### config.mk
export PLATFORM = sky130hd
export DESIGN_NAME = mac_ctrl
export DESIGN_NICKNAME = d
export VERILOG_FILES = /design/src/source/mac_ctrl_pkg.sv /design/src/source/mac_ctrl.sv /design/src/source/mac_ctrl_rx.sv /design/src/source/mac_ctrl_tx.sv /design/src/source/mac_pause_ctrl_rx.sv /design/src/source/mac_pause_ctrl_tx.sv
export VERILOG_INCLUDE_DIRS = /design/src /design/src/include
export SDC_FILE = /design/constraint.sdc
export NUM_CORES = 1
export LEC_CHECK = 0
export BUFFER_PORTS_ARGS = -buffer_cell sky130_fd_sc_hd__buf_2
export CAP_MARGIN = 20
export CORE_UTILIZATION = 35
export CTS_CLUSTER_DIAMETER = 200
export DETAILED_ROUTE_END_ITERATION = 16
export SYNTH_ARGS = -nofsm -noshare
export SYNTH_HDL_FRONTEND = slang
export SYNTH_HIERARCHICAL = 1
export SYNTH_SLANG_ARGS = --single-unit
### constraint.sdc
create_clock -name clk -period 5 [get_ports clk]
set_input_delay 0.25 -clock clk [delete_from_list [all_inputs] [get_ports clk]]
set_output_delay 0.25 -clock clk [all_outputs]
set_load 0.05 [all_outputs]
### src/include/mac_ctrl_cfg.svh
// Flow control configuration
`ifndef MAC_CTRL_CFG_SVH
`define MAC_CTRL_CFG_SVH

// Stream width and byte enables
`define MAC_DATA_W 64
`define MAC_KEEP_W 8

// Reserved multicast address for PAUSE frames
`define MAC_LFC_ETH_DST 48'h01_80_C2_00_00_01

// MAC control EtherType and the PAUSE opcode
`define MAC_CTRL_ETH_TYPE 16'h8808
`define MAC_LFC_OPCODE 16'h0001

// One quantum is 512 bit times, which is 8 clocks at 64 bits per beat
`define MAC_QUANTA_CYCLES 8

// Generated pause frame is 60 bytes, so the last beat carries 4 bytes
`define MAC_CTRL_BEATS 8

`endif

### src/source/mac_ctrl_pkg.sv
// Flow control types
`default_nettype none

`include "mac_ctrl_cfg.svh"

package mac_ctrl_pkg;

    // Byte 0 of a frame sits in data[7:0] of its first beat
    typedef struct packed {
        logic [`MAC_DATA_W-1:0] data;
        logic [`MAC_KEEP_W-1:0] keep;
        logic                   last;
    } axis_beat_t;

    typedef struct packed {
        axis_beat_t beat;
        logic       bad;   // MAC error flag, valid on the last beat
    } rx_beat_t;

    // Zero quanta is an XON
    typedef struct packed {
        logic [15:0] quanta;
    } mcf_req_t;

    typedef struct packed {
        logic [47:0] eth_src;     // Source address of generated frames
        logic [15:0] tx_quanta;
        logic [15:0] tx_refresh;  // Quanta between XOFF resends
        logic        tx_lfc_en;
        logic        rx_lfc_en;
        logic        pause_en;    // Received pause also holds the transmitter
    } mac_ctrl_cfg_t;

    typedef enum logic [1:0] {
        TX_IDLE,
        TX_DATA,
        TX_CTRL
    } tx_sel_e;

    typedef enum logic [1:0] {
        RX_IDLE,
        RX_PASS,
        RX_DROP
    } rx_class_e;

    typedef enum logic {
        LFC_OFF,
        LFC_XOFF_SENT
    } lfc_tx_e;

endpackage

`default_nettype wire

### src/source/mac_ctrl.sv
// Link flow control top level
`timescale 1ns/1ns
`default_nettype none

module mac_ctrl
    import mac_ctrl_pkg::*;
(
    input  wire logic          clk,
    input  wire logic          arst_n,
    input  wire mac_ctrl_cfg_t cfg,
    input  wire axis_beat_t    s_tx,
    input  wire logic          s_tx_valid,
    output logic               s_tx_ready,
    output axis_beat_t         m_tx,
    output logic               m_tx_valid,
    input  wire logic          m_tx_ready,
    input  wire rx_beat_t      s_rx,
    input  wire logic          s_rx_valid,
    output rx_beat_t           m_rx,
    output logic               m_rx_valid,
    input  wire logic          tx_lfc_req,
    input  wire logic          tx_pause_req,
    output logic               tx_pause_ack,
    output logic               rx_lfc_req,
    input  wire logic          rx_lfc_ack
);

    logic     mcf_valid;
    logic     mcf_ready;
    mcf_req_t mcf;
    logic     rx_mcf_valid;
    mcf_req_t rx_mcf;
    logic     tx_pause_req_int;
    logic     rx_lfc_ack_int;

    // A received pause can hold our own transmitter, which then acks the timer
    assign tx_pause_req_int = tx_pause_req || (cfg.pause_en && rx_lfc_req);
    assign rx_lfc_ack_int   = rx_lfc_ack || tx_pause_ack;

    mac_ctrl_tx mac_ctrl_tx_inst (
        .clk        (clk),
        .arst_n     (arst_n),
        .s_tx       (s_tx),
        .s_tx_valid (s_tx_valid),
        .s_tx_ready (s_tx_ready),
        .m_tx       (m_tx),
        .m_tx_valid (m_tx_valid),
        .m_tx_ready (m_tx_ready),
        .mcf_valid  (mcf_valid),
        .mcf        (mcf),
        .mcf_ready  (mcf_ready),
        .eth_src    (cfg.eth_src),
        .pause_req  (tx_pause_req_int),
        .pause_ack  (tx_pause_ack)
    );

    mac_pause_ctrl_tx mac_pause_ctrl_tx_inst (
        .clk        (clk),
        .arst_n     (arst_n),
        .tx_lfc_req (tx_lfc_req),
        .tx_lfc_en  (cfg.tx_lfc_en),
        .tx_quanta  (cfg.tx_quanta),
        .tx_refresh (cfg.tx_refresh),
        .mcf_valid  (mcf_valid),
        .mcf        (mcf),
        .mcf_ready  (mcf_ready)
    );

    mac_ctrl_rx mac_ctrl_rx_inst (
        .clk          (clk),
        .arst_n       (arst_n),
        .s_rx         (s_rx),
        .s_rx_valid   (s_rx_valid),
        .m_rx         (m_rx),
        .m_rx_valid   (m_rx_valid),
        .rx_mcf_valid (rx_mcf_valid),
        .rx_mcf       (rx_mcf)
    );

    mac_pause_ctrl_rx mac_pause_ctrl_rx_inst (
        .clk          (clk),
        .arst_n       (arst_n),
        .rx_mcf_valid (rx_mcf_valid),
        .rx_mcf       (rx_mcf),
        .rx_lfc_en    (cfg.rx_lfc_en),
        .rx_lfc_req   (rx_lfc_req),
        .rx_lfc_ack   (rx_lfc_ack_int)
    );

endmodule

`default_nettype wire

### src/source/mac_ctrl_rx.sv
// Receive control frame filter
`timescale 1ns/1ns
`default_nettype none

`include "mac_ctrl_cfg.svh"

module mac_ctrl_rx
    import mac_ctrl_pkg::*;
(
    input  wire logic     clk,
    input  wire logic     arst_n,
    input  wire rx_beat_t s_rx,
    input  wire logic     s_rx_valid,
    output rx_beat_t      m_rx,
    output logic          m_rx_valid,
    output logic          rx_mcf_valid,
    output mcf_req_t      rx_mcf
);

    rx_class_e  state;  // Class of the frame whose beat sits in d1
    rx_beat_t   d1;
    logic       d1_valid;
    logic [1:0] in_idx;  // Input beat index, saturates at 3
    logic       is_pause;
    logic       dst_match;
    logic       type_match;
    logic       op_match;
    logic       is_ctrl;
    logic       drop_d1;

    // Beat 0 of the frame is in d1 while beat 1 is on the input
    always_comb begin
        dst_match  = {d1.beat.data[7:0], d1.beat.data[15:8], d1.beat.data[23:16],
                      d1.beat.data[31:24], d1.beat.data[39:32], d1.beat.data[47:40]}
                     == `MAC_LFC_ETH_DST;
        type_match = {s_rx.beat.data[39:32], s_rx.beat.data[47:40]} == `MAC_CTRL_ETH_TYPE;
        op_match   = {s_rx.beat.data[55:48], s_rx.beat.data[63:56]} == `MAC_LFC_OPCODE;
        is_ctrl    = d1_valid && !d1.beat.last && s_rx_valid && dst_match && type_match;
        drop_d1    = (state == RX_IDLE) ? is_ctrl : (state == RX_DROP);
    end

    always_ff @(posedge clk or negedge arst_n) begin
        if (!arst_n) begin
            state        <= RX_IDLE;
            d1_valid     <= 1'b0;
            m_rx_valid   <= 1'b0;
            in_idx       <= '0;
            rx_mcf_valid <= 1'b0;
        end else begin
            d1_valid   <= s_rx_valid;
            m_rx_valid <= d1_valid && !drop_d1;

            if (d1_valid) begin
                if (d1.beat.last) begin
                    state <= RX_IDLE;
                end else if (state == RX_IDLE) begin
                    state <= is_ctrl ? RX_DROP : RX_PASS;
                end
            end

            if (s_rx_valid) begin
                if (s_rx.beat.last) begin
                    in_idx <= '0;
                end else if (in_idx != 2'd3) begin
                    in_idx <= in_idx + 2'd1;
                end
            end

            // A pause needs the quanta beat and a clean end of frame
            rx_mcf_valid <= s_rx_valid && s_rx.beat.last && !s_rx.bad &&
                            state == RX_DROP && is_pause && in_idx >= 2'd2;
        end
    end

    always_ff @(posedge clk) begin
        d1   <= s_rx;
        m_rx <= d1;
        if (state == RX_IDLE && d1_valid) begin
            is_pause <= op_match;
        end
        if (s_rx_valid && in_idx == 2'd2) begin
            rx_mcf.quanta <= {s_rx.beat.data[7:0], s_rx.beat.data[15:8]};
        end
    end

    // Classification relies on back to back beats within a frame
    a_no_gap: assert property (@(posedge clk) disable iff (!arst_n)
        s_rx_valid && !s_rx.beat.last |=> s_rx_valid)
        else $error("gap inside a received frame");

endmodule

`default_nettype wire

### src/source/mac_ctrl_tx.sv
// Transmit control frame arbiter
`timescale 1ns/1ns
`default_nettype none

`include "mac_ctrl_cfg.svh"

module mac_ctrl_tx
    import mac_ctrl_pkg::*;
(
    input  wire logic        clk,
    input  wire logic        arst_n,
    input  wire axis_beat_t  s_tx,
    input  wire logic        s_tx_valid,
    output logic             s_tx_ready,
    output axis_beat_t       m_tx,
    output logic             m_tx_valid,
    input  wire logic        m_tx_ready,
    input  wire logic        mcf_valid,
    input  wire mcf_req_t    mcf,
    output logic             mcf_ready,
    input  wire logic [47:0] eth_src,
    input  wire logic        pause_req,
    output logic             pause_ack
);

    localparam int CNT_W = $clog2(`MAC_CTRL_BEATS);
    localparam int FRAME_BYTES = `MAC_KEEP_W * `MAC_CTRL_BEATS;
    localparam int HDR_BYTES = 18;
    localparam logic [CNT_W-1:0] LAST_BEAT = CNT_W'(`MAC_CTRL_BEATS - 1);
    localparam logic [`MAC_KEEP_W-1:0] LAST_KEEP = 'h0F;

    tx_sel_e                    state;
    tx_sel_e                    state_next;
    logic [CNT_W-1:0]           beat_cnt;
    logic [15:0]                ctrl_quanta;
    logic [8*HDR_BYTES-1:0]     hdr_net;
    logic [8*FRAME_BYTES-1:0]   ctrl_bytes;
    axis_beat_t                 ctrl_beat;
    logic                       user_open;

    // Header fields in wire order, first byte in the top bits
    assign hdr_net = {`MAC_LFC_ETH_DST, eth_src, `MAC_CTRL_ETH_TYPE, `MAC_LFC_OPCODE,
                      ctrl_quanta};

    always_comb begin
        ctrl_bytes = '0;  // Padding up to 60 bytes stays zero
        for (int i = 0; i < HDR_BYTES; i++) begin
            ctrl_bytes[8*i +: 8] = hdr_net[8*(HDR_BYTES-1-i) +: 8];
        end
    end

    always_comb begin
        ctrl_beat.data = ctrl_bytes[`MAC_DATA_W*beat_cnt +: `MAC_DATA_W];
        ctrl_beat.last = (beat_cnt == LAST_BEAT);
        ctrl_beat.keep = ctrl_beat.last ? LAST_KEEP : '1;
    end

    // Output mux, the source is fixed for the whole frame
    always_comb begin
        m_tx       = s_tx;
        m_tx_valid = 1'b0;
        s_tx_ready = 1'b0;
        mcf_ready  = 1'b0;
        case (state)
            TX_DATA: begin
                m_tx_valid = s_tx_valid;
                s_tx_ready = m_tx_ready;
            end
            TX_CTRL: begin
                m_tx       = ctrl_beat;
                m_tx_valid = 1'b1;
                mcf_ready  = m_tx_ready && (beat_cnt == '0);  // Request is taken with beat 0
            end
            default: ;
        endcase
    end

    always_comb begin
        state_next = state;
        case (state)
            TX_IDLE: begin
                if (mcf_valid) begin
                    state_next = TX_CTRL;  // Control frames win at a boundary
                end else if (s_tx_valid && !pause_req && !pause_ack) begin
                    state_next = TX_DATA;
                end
            end
            TX_DATA: if (s_tx_valid && m_tx_ready && s_tx.last) state_next = TX_IDLE;
            TX_CTRL: if (m_tx_ready && ctrl_beat.last) state_next = TX_IDLE;
            default: state_next = TX_IDLE;
        endcase
    end

    always_ff @(posedge clk or negedge arst_n) begin
        if (!arst_n) begin
            state     <= TX_IDLE;
            beat_cnt  <= '0;
            pause_ack <= 1'b0;
            user_open <= 1'b0;
        end else begin
            state <= state_next;
            if (state == TX_CTRL && m_tx_ready) begin
                beat_cnt <= ctrl_beat.last ? '0 : beat_cnt + 1'b1;
            end
            // Pause is granted only once no user frame is in flight
            pause_ack <= pause_req && (pause_ack || state == TX_IDLE);
            if (s_tx_valid && s_tx_ready) begin
                user_open <= !s_tx.last;
            end
        end
    end

    always_ff @(posedge clk) begin
        if (state == TX_IDLE && mcf_valid) begin
            ctrl_quanta <= mcf.quanta;
        end
    end

    // The MAC sees a steady beat for as long as it stalls
    a_stall_stable: assert property (@(posedge clk) disable iff (!arst_n)
        m_tx_valid && !m_tx_ready |=> m_tx_valid && $stable(m_tx))
        else $error("m_tx changed while stalled");

    a_ctrl_boundary: assert property (@(posedge clk) disable iff (!arst_n)
        state == TX_CTRL |-> !user_open)
        else $error("control beat inside a user frame");

endmodule

`default_nettype wire

### src/source/mac_pause_ctrl_rx.sv
// Receive pause timer
`timescale 1ns/1ns
`default_nettype none

`include "mac_ctrl_cfg.svh"

module mac_pause_ctrl_rx
    import mac_ctrl_pkg::*;
(
    input  wire logic     clk,
    input  wire logic     arst_n,
    input  wire logic     rx_mcf_valid,
    input  wire mcf_req_t rx_mcf,
    input  wire logic     rx_lfc_en,
    output logic          rx_lfc_req,
    input  wire logic     rx_lfc_ack
);

    localparam int CNT_W = 16 + $clog2(`MAC_QUANTA_CYCLES);

    logic [CNT_W-1:0] pause_cnt;
    logic             reload;

    assign reload = rx_mcf_valid && rx_lfc_en;  // Ignored entirely when disabled

    always_ff @(posedge clk or negedge arst_n) begin
        if (!arst_n) begin
            pause_cnt  <= '0;
            rx_lfc_req <= 1'b0;
        end else if (reload) begin
            // A new pause restarts the timer, XON clears it
            pause_cnt  <= CNT_W'(rx_mcf.quanta) * CNT_W'(`MAC_QUANTA_CYCLES);
            rx_lfc_req <= (rx_mcf.quanta != '0);
        end else if (rx_lfc_req && rx_lfc_ack) begin
            pause_cnt <= pause_cnt - 1'b1;  // Time only runs while the pause is honored
            if (pause_cnt == CNT_W'(1)) begin
                rx_lfc_req <= 1'b0;
            end
        end
    end

    // An expired timer stays at zero until the next pause frame
    a_no_underflow: assert property (@(posedge clk) disable iff (!arst_n)
        pause_cnt == '0 && !reload |=> pause_cnt == '0)
        else $error("pause counter wrapped below zero");

endmodule

`default_nettype wire

### src/source/mac_pause_ctrl_tx.sv
// Transmit pause request logic
`timescale 1ns/1ns
`default_nettype none

`include "mac_ctrl_cfg.svh"

module mac_pause_ctrl_tx
    import mac_ctrl_pkg::*;
(
    input  wire logic        clk,
    input  wire logic        arst_n,
    input  wire logic        tx_lfc_req,
    input  wire logic        tx_lfc_en,
    input  wire logic [15:0] tx_quanta,
    input  wire logic [15:0] tx_refresh,
    output logic             mcf_valid,
    output mcf_req_t         mcf,
    input  wire logic        mcf_ready
);

    localparam int CNT_W = 16 + $clog2(`MAC_QUANTA_CYCLES);

    lfc_tx_e          state;
    logic [CNT_W-1:0] refresh_cnt;
    logic [CNT_W-1:0] refresh_limit;
    logic             refresh_hit;
    logic             slot_free;
    logic             send_xoff;
    logic             send_xon;

    assign refresh_limit = CNT_W'(tx_refresh) * CNT_W'(`MAC_QUANTA_CYCLES);
    assign refresh_hit   = (refresh_cnt >= refresh_limit);
    assign slot_free     = !mcf_valid || mcf_ready;  // A pending request is never replaced

    always_comb begin
        send_xoff = 1'b0;
        send_xon  = 1'b0;
        case (state)
            LFC_OFF: send_xoff = tx_lfc_req && tx_lfc_en && slot_free;
            LFC_XOFF_SENT: begin
                if (!tx_lfc_req) begin
                    send_xon = slot_free;
                end else begin
                    send_xoff = refresh_hit && slot_free;  // Keep the far end paused
                end
            end
            default: ;
        endcase
    end

    always_ff @(posedge clk or negedge arst_n) begin
        if (!arst_n) begin
            state       <= LFC_OFF;
            mcf_valid   <= 1'b0;
            refresh_cnt <= '0;
        end else begin
            if (send_xoff || send_xon) begin
                mcf_valid <= 1'b1;
            end else if (mcf_ready) begin
                mcf_valid <= 1'b0;
            end

            if (send_xoff) begin
                state <= LFC_XOFF_SENT;
            end else if (send_xon) begin
                state <= LFC_OFF;
            end

            // Refresh period counts from the last XOFF request
            if (send_xoff) begin
                refresh_cnt <= '0;
            end else if (state == LFC_XOFF_SENT && !refresh_hit) begin
                refresh_cnt <= refresh_cnt + 1'b1;
            end
        end
    end

    always_ff @(posedge clk) begin
        if (send_xoff) begin
            mcf.quanta <= tx_quanta;
        end else if (send_xon) begin
            mcf.quanta <= '0;
        end
    end

    a_mcf_stable: assert property (@(posedge clk) disable iff (!arst_n)
        mcf_valid && !mcf_ready |=> mcf_valid && $stable(mcf))
        else $error("pause request changed while waiting");

endmodule

`default_nettype wire

---- After elaboration in Yosys (flattened, before gate mapping) ----
Cells that the tools add are included.
operators by class
  $add $sub $neg .......................... 4
  multipliers ............................. 0
  divide/modulo/power cells ............... 0
  order comparisons ....................... 2
  eq/ne operators ......................... 13
  shift operators ......................... 1
  multiplexer cells ....................... 34
  bitwise operators ....................... 1
  reductions and logical operators ........ 55
operators with widths
  operator                                                                  count
  512-bit by 10-bit variable part select with 64-bit output                 1
  19-bit two-way mux                                                        4
  73-bit two-way mux                                                        1
  48-bit by 41-bit equality test with 1-bit output (second input constant)  1
  16-bit two-way mux                                                        2
  1-bit logical AND                                                         28
  19-bit by 1-bit adder with 19-bit output (second input constant)          1
  19-bit by 1-bit equality test with 1-bit output (second input constant)   1
  19-bit greater-or-equal comparator                                        1
  19-bit by 1-bit subtractor with 19-bit output (second input constant)     1
  2-bit two-way mux                                                         9
  16-bit by 1-bit equality test with 1-bit output (second input constant)   1
  16-bit equality test (second input constant)                              1
  16-bit nonzero test                                                       1
  2-bit nonzero test                                                        7
  1-bit two-way mux                                                         13
  8-bit two-way mux                                                         1
  1-bit logical NOT                                                         7
  2-bit equality test (second input constant)                               3
  2-bit case mux with 3 select lines                                        1
  2-bit AND reduction                                                       3
  1-bit logical OR                                                          5
  2-bit logical NOT                                                         2
  2-bit by 1-bit != test with 1-bit output (second input constant)          2
  12 further kinds                                                          13
storage, ports and cells
  flip-flop bits (word level) ............. 251
  bits in latches ......................... 0
  memory bits (writable) .................. 0
  bits in read-only memories .............. 0
  bits of input ports ..................... 238
  output and inout bits ................... 152
  logic and storage cells ................. 135
  memories ................................ 0

---- Depth between registers and ports, before layout ----
  depth after elaboration ................. 9
  gate-level depth with buffers ........... 10
  gate-level depth less buffers ........... 8

---- By module ----
The synthesis kept the hierarchy.
by module, submodules not included
  module             instances  cells each  area each (sq um)  sequential area each (sq um)
  mac_ctrl_rx        1          225         4005.1             3648.5
  mac_pause_ctrl_tx  1          232         2290.9             1006.0
  mac_ctrl_tx        1          186         1838.0             630.6
  mac_pause_ctrl_rx  1          127         1174.9             500.5
  mac_ctrl           1          2           13.8               0.0

---- Worst setup path before layout ----
Ideal clock, no wire load.
  path kind ............................... register to register
  start point ............................. register mac_pause_ctrl_tx_inst.refresh_cnt[4]
  end point ............................... register mac_pause_ctrl_tx_inst/mcf[0] (netlist name)
  setup time .............................. 0.395 ns
  data arrival time ....................... 2.791 ns
  required time ........................... 4.605 ns
  setup slack ............................. 1.814 ns
  cell stages (with the launch flop) ...... 9
  path buffers ............................ 1
  period minus slack after synthesis ...... 3.186 ns
  cells stage by stage .................... dfrtp_1 ha_1 and4b_1 a2111oi_0 or4_4 a31oi_4 nor2_2 buf_6 o22ai_1
on the way
  cells in the longest elaborated chain, start to end .. 5
RTL lines
  what                                line                     source
  start, declared                     mac_pause_ctrl_tx.sv:24  logic [CNT_W-1:0] refresh_cnt;
  start signal, assigned              mac_pause_ctrl_tx.sv:73  refresh_cnt <= refresh_cnt + 1'b1;
  19-bit greater-or-equal comparator  mac_pause_ctrl_tx.sv:32  assign refresh_hit = (refresh_cnt >= refresh_limit);
  1-bit logical AND                   mac_pause_ctrl_tx.sv:44  send_xoff = refresh_hit && slot_free;
  1-bit two-way mux                   mac_pause_ctrl_tx.sv:41  if (!tx_lfc_req) begin
  1-bit case mux with 2 select lines  mac_pause_ctrl_tx.sv:38  case (state)
  2-bit nonzero test (no line)        -
No other way between the ends.
A chain may end at the register's enable or synchronous reset.

---- Worst setup path after layout ----
  start point ............................. register mac_pause_ctrl_tx_inst.refresh_cnt[4]
  end point ............................... register mac_pause_ctrl_tx_inst/mcf[12] (netlist name)
on the way
  cells in the longest elaborated chain, start to end .. 5
RTL lines
  what                                line
  19-bit greater-or-equal comparator  mac_pause_ctrl_tx.sv:32
  1-bit logical AND                   mac_pause_ctrl_tx.sv:44
  1-bit two-way mux                   mac_pause_ctrl_tx.sv:41
  1-bit case mux with 2 select lines  mac_pause_ctrl_tx.sv:38
  2-bit nonzero test (no line)        -
No other way between the ends.

==> results.txt <==
* Worst Max-Slew Pin Slew: 0.946 ns
- Setup repair after global routing left no endpoint under its margin.
- The synthesized design contains 251 register bits.
- After synthesis, the share of flip-flops with an asynchronous set or reset is 0.215.
- Fraction of the yosys area taken by sequential cells: 0.621
- Among all flip-flop cells after synthesis, the most frequent one is sky130_fd_sc_hd__dfxtp_1.
- Dividing the detail-routed via count by the number of cells gives 4.93.
* Final HPWL from detailed placement: 21.9 mm
- Standard cell core area: 26100 µm²
- Clock latency of the later-clocked register in the worst-skew pair: 0.52 ns
* Synthesized netlist net count: 1039
- The worst setup path is captured at a flop.
* Final antenna-violating net count: 0
* Count of flip-flops with a built-in enable after synthesis: 49
- Number of cells on the worst reg-to-reg path: 7
- Routed wire length per instance: 18.5 µm
- Quantity of I/O buffers inserted on ports: 389
- The largest individual stage delay along the critical path comes from the cell sky130_fd_sc_hd__o22ai_2.
- Delay of the slowest cell on the worst path: 0.73 ns
- Clk sinks: 251
* Gate Count Post-Synth: 772
* Wire length of the first global-routing pass: 43.0 mm
* Cells along the critical path: ha_1 -> and4b_1 -> a2111oi_0 -> or4_4 -> a31oi_4 -> nor2_2 -> o22ai_2
- The run finished with clean final reports.
* Crit Path Category: flop to flop
* Maximum achievable frequency: 290 MHz
- Time the worst path needs with I/O delays and setup: 3.45 ns
* Part of the cycle the worst path needs: 0.690
* Die area: 27300 µm²
- Via count of the first global-routing pass: 7882
* Critical path's top delay family: compound AO/OA/AOI/OAI gates
- In the final timing run, aggregate negative setup slack is 0 ns.
- IO Pins: 390
- Max-cap violation count: 0
- Count of final max-slew check failures: 0
- The floorplan has 59 rows.
- The worst hold path belongs to the class input port to flop.
* Fraction of layout cells with a size suffix above 1: 0.368
- Avg Synthesized Cell Area: 12.1 µm²
* Final number of setup-violating endpoints: 0
- Leakage power figure: 6.06 nW
* Synthesis warning total: 6
- Number of design-rule violations left by the first detailed-router iteration: 398
- Measured against its own limit, the worst slew margin works out to 0.368.
* CTS tree: done
* Routed vias: 7918
- The total overflow left after global routing is 0.
- Chip width: 165 µm
- Counting both buffers and inverters, the worst setup path holds a total of 0.
- In this run the cell area of the synthesized design comes to 9320 µm².
* Final wirelength: 29.7 mm
* Height of the die: 165 µm
- Synth cell types: 81
* Launching element type of the critical path: flop
- In this run the post-CTS setup repair buffer count came out at 0.
* Number of buffers created by CTS: 25
- Count of cell instances traversed by the critical path: 7
- The worst-case IR drop observed on VDD is 400 µV.
* Area growth syn-to-layout: 41.3%
- Pin count of the biggest net entering global routing: 55
- In this run the worst path has a maximum fanout of 18.
* Global router's overall resource usage: 0.208
- Total power per unit cell area: 499 nW/µm²
- In this run the deepest clock path goes through 3 buffers.
* Remaining design rule violation count: 0
- WP data required: 5.13 ns
- Initial antenna violation count: 10
* Hold Vio Cnt, Final: 0
- Hold slack: 0.0323 ns
- Starting density of the core: 0.358
- The congestion estimate from routability-driven global placement came to 0.917.
* Post-CTS clock slew at the launch and capture registers of the worst setup and hold paths: 0.06 ns
- Clock root buffer: sky130_fd_sc_hd__clkbuf_16
* Total iterations of the first detailed-routing run: 6
* NumNets Final: 1512
* Critical Path AT: 3.58 ns
- Count of H-tree levels built during CTS: 1
- Skew final: 0.0200 ns
- Number of cells on the worst hold path: 2
[cell usage in the layout, fill, tap and decap left out, drive strengths merged, types with 4 or more instances in the layout]
cell,count
a22oi,14
nand3,27
dfrtp,54
a31oi,8
nor2,40
ha,29
mux2,5
nor3,8
clkbuf,35
nor4,20
a21o,6
dlygate4sd3,78
o21ai,29
a22o,32
and2,21
o2bb2ai,15
nand2,35
nor4b,8
edfxtp,49
a221o,10
or4,6
xor2,9
diode,8
buf,393
nand4,17
or2,6
o211ai,6
clkinv,8
dfxtp,148
a21oi,15
and3,4
nand2b,9
inv,47
nor2b,19
or3,8
[per-layer routing]
metal	up-vias	track usage	part of all wire
li1	3804	-	-
met2	361	0.384	0.52
met4	0	0.111	0.037
met5	-	0	0
met3	61	0.0577	0.088
met1	3692	0.212	0.36
[cell usage after synthesis (all sizes together) (4+ instances only)]
library cell    n  share of area
dfrtp          54           0.14
nor3            8         0.0085
a221o          10          0.011
nor2b          19          0.013
or3             8         0.0055
xor2            9         0.0085
edfxtp         49           0.16
a22o           32          0.030
dfxtp         148           0.32
and3            4         0.0027
buf            11          0.010
nand2b          9         0.0060
nor4           20          0.013
o2bb2ai        15          0.014
or2             6         0.0040
nand4          17          0.011
inv            43          0.017
o211ai          6         0.0048
mux2            5         0.0060
or4             6         0.0056
nand3          27          0.016
a21oi          15         0.0097
clkbuf         14         0.0058
ha             29          0.039
nor2           40          0.017
o21ai          29          0.016
a31oi           8         0.0070
nor4b           8         0.0075
and2           21          0.014
a21o            6         0.0048
a22oi          14          0.012
nand2          35          0.014
[metrics by stage]
stage / area, µm² / utilization / setup WS [ns] / total power [W] / instances
2_1_floorplan: 9320 / - / 1.81 / 0.00422 / 772
3_3_place_gp: 11600 / 0.444 / 1.58 / 0.00475 / 1474
3_5_place_dp: 11600 / 0.445 / 1.54 / 0.00478 / 1475
4_1_cts: 13200 / 0.505 / 1.52 / 0.00662 / 1599
5_1_grt: 13200 / 0.505 / 1.30 / 0.00690 / 1607
6_report: 13200 / 0.505 / 1.55 / 0.00657 / 1607
[report_power, final]
part | total, W | switching [W] | internal [W]
logic | 0.00231 | 0.00165 | 0.000653
clock network | 0.00178 | 0.000775 | 0.00101
registers | 0.00248 | 0.000154 | 0.00233
[worst paths after layout]
path	endpoint	slack [ns]	from
hold / removal	mac_pause_ctrl_tx_inst/mcf[1]	0.03	cfg[20]
setup reg to reg	mac_pause_ctrl_tx_inst/mcf[12]	1.55	mac_pause_ctrl_tx_inst/refresh_cnt[4]
setup / recovery	mac_pause_ctrl_tx_inst/mcf[12]	1.55	mac_pause_ctrl_tx_inst/refresh_cnt[4]
max in group asynchronous	mac_pause_ctrl_rx_inst/pause_cnt[8]	4.06	arst_n
min in group asynchronous	mac_ctrl_rx_inst/d1_valid	0.44	arst_n
hold reg to reg	mac_ctrl_rx_inst/m_rx[72]	0.32	mac_ctrl_rx_inst/d1[72]
[state kept, by name, summed over array words and instances, names as in the netlist, 2 cells and up]
| signal | count |
|---|---|
| mac_pause_ctrl_rx_inst/pause_cnt | 19 |
| mac_ctrl_rx_inst/d1 | 74 |
| mac_ctrl_rx_inst/rx_mcf | 16 |
| mac_ctrl_tx_inst/beat_cnt | 3 |
| mac_ctrl_rx_inst/in_idx | 2 |
| mac_pause_ctrl_tx_inst/refresh_cnt | 19 |
| mac_ctrl_rx_inst/state | 2 |
| mac_ctrl_tx_inst/state | 2 |
| mac_pause_ctrl_tx_inst/mcf | 16 |
| mac_ctrl_tx_inst/ctrl_quanta | 16 |
| mac_ctrl_rx_inst/m_rx | 74 |
[cells by family (layout without fill, tap and decap cells)]
| kind of cell | count (synthesis) | in the layout | share of synthesized area |
|---|---|---|---|
| DFF | 251 | 251 | 0.621 |
| AOI/OAI and AO/OA | 163 | 163 | 0.135 |
| muxes | 5 | 5 | 0.00604 |
| and+or+nand+nor | 244 | 244 | 0.155 |
| adders and majority gates | 29 | 29 | 0.0389 |
| other | 0 | 8 | 0 |
| xor gates and xnor gates | 11 | 11 | 0.0103 |
| buffers and inverters | 69 | 561 | 0.0338 |
[final cells by class]
type / count / area (µm²)
inverter: 44 / 165
antenna: 8 / 20.0
fill: 2332 / 12900
multi-input combinational: 452 / 3230
clock buffer: 35 / 714
sequential: 251 / 5790
tap: 335 / 419
timing repair buffer: 471 / 2770
clock inverter: 11 / 70.1
[repair_timing]
action                                  CTS  global route
hold buffers                             78             0
gates resized for setup                   0             0
endpoints found under the hold margin   150             0
endpoints found under the setup margin    0             0
(Power assumes the default switching activity.)
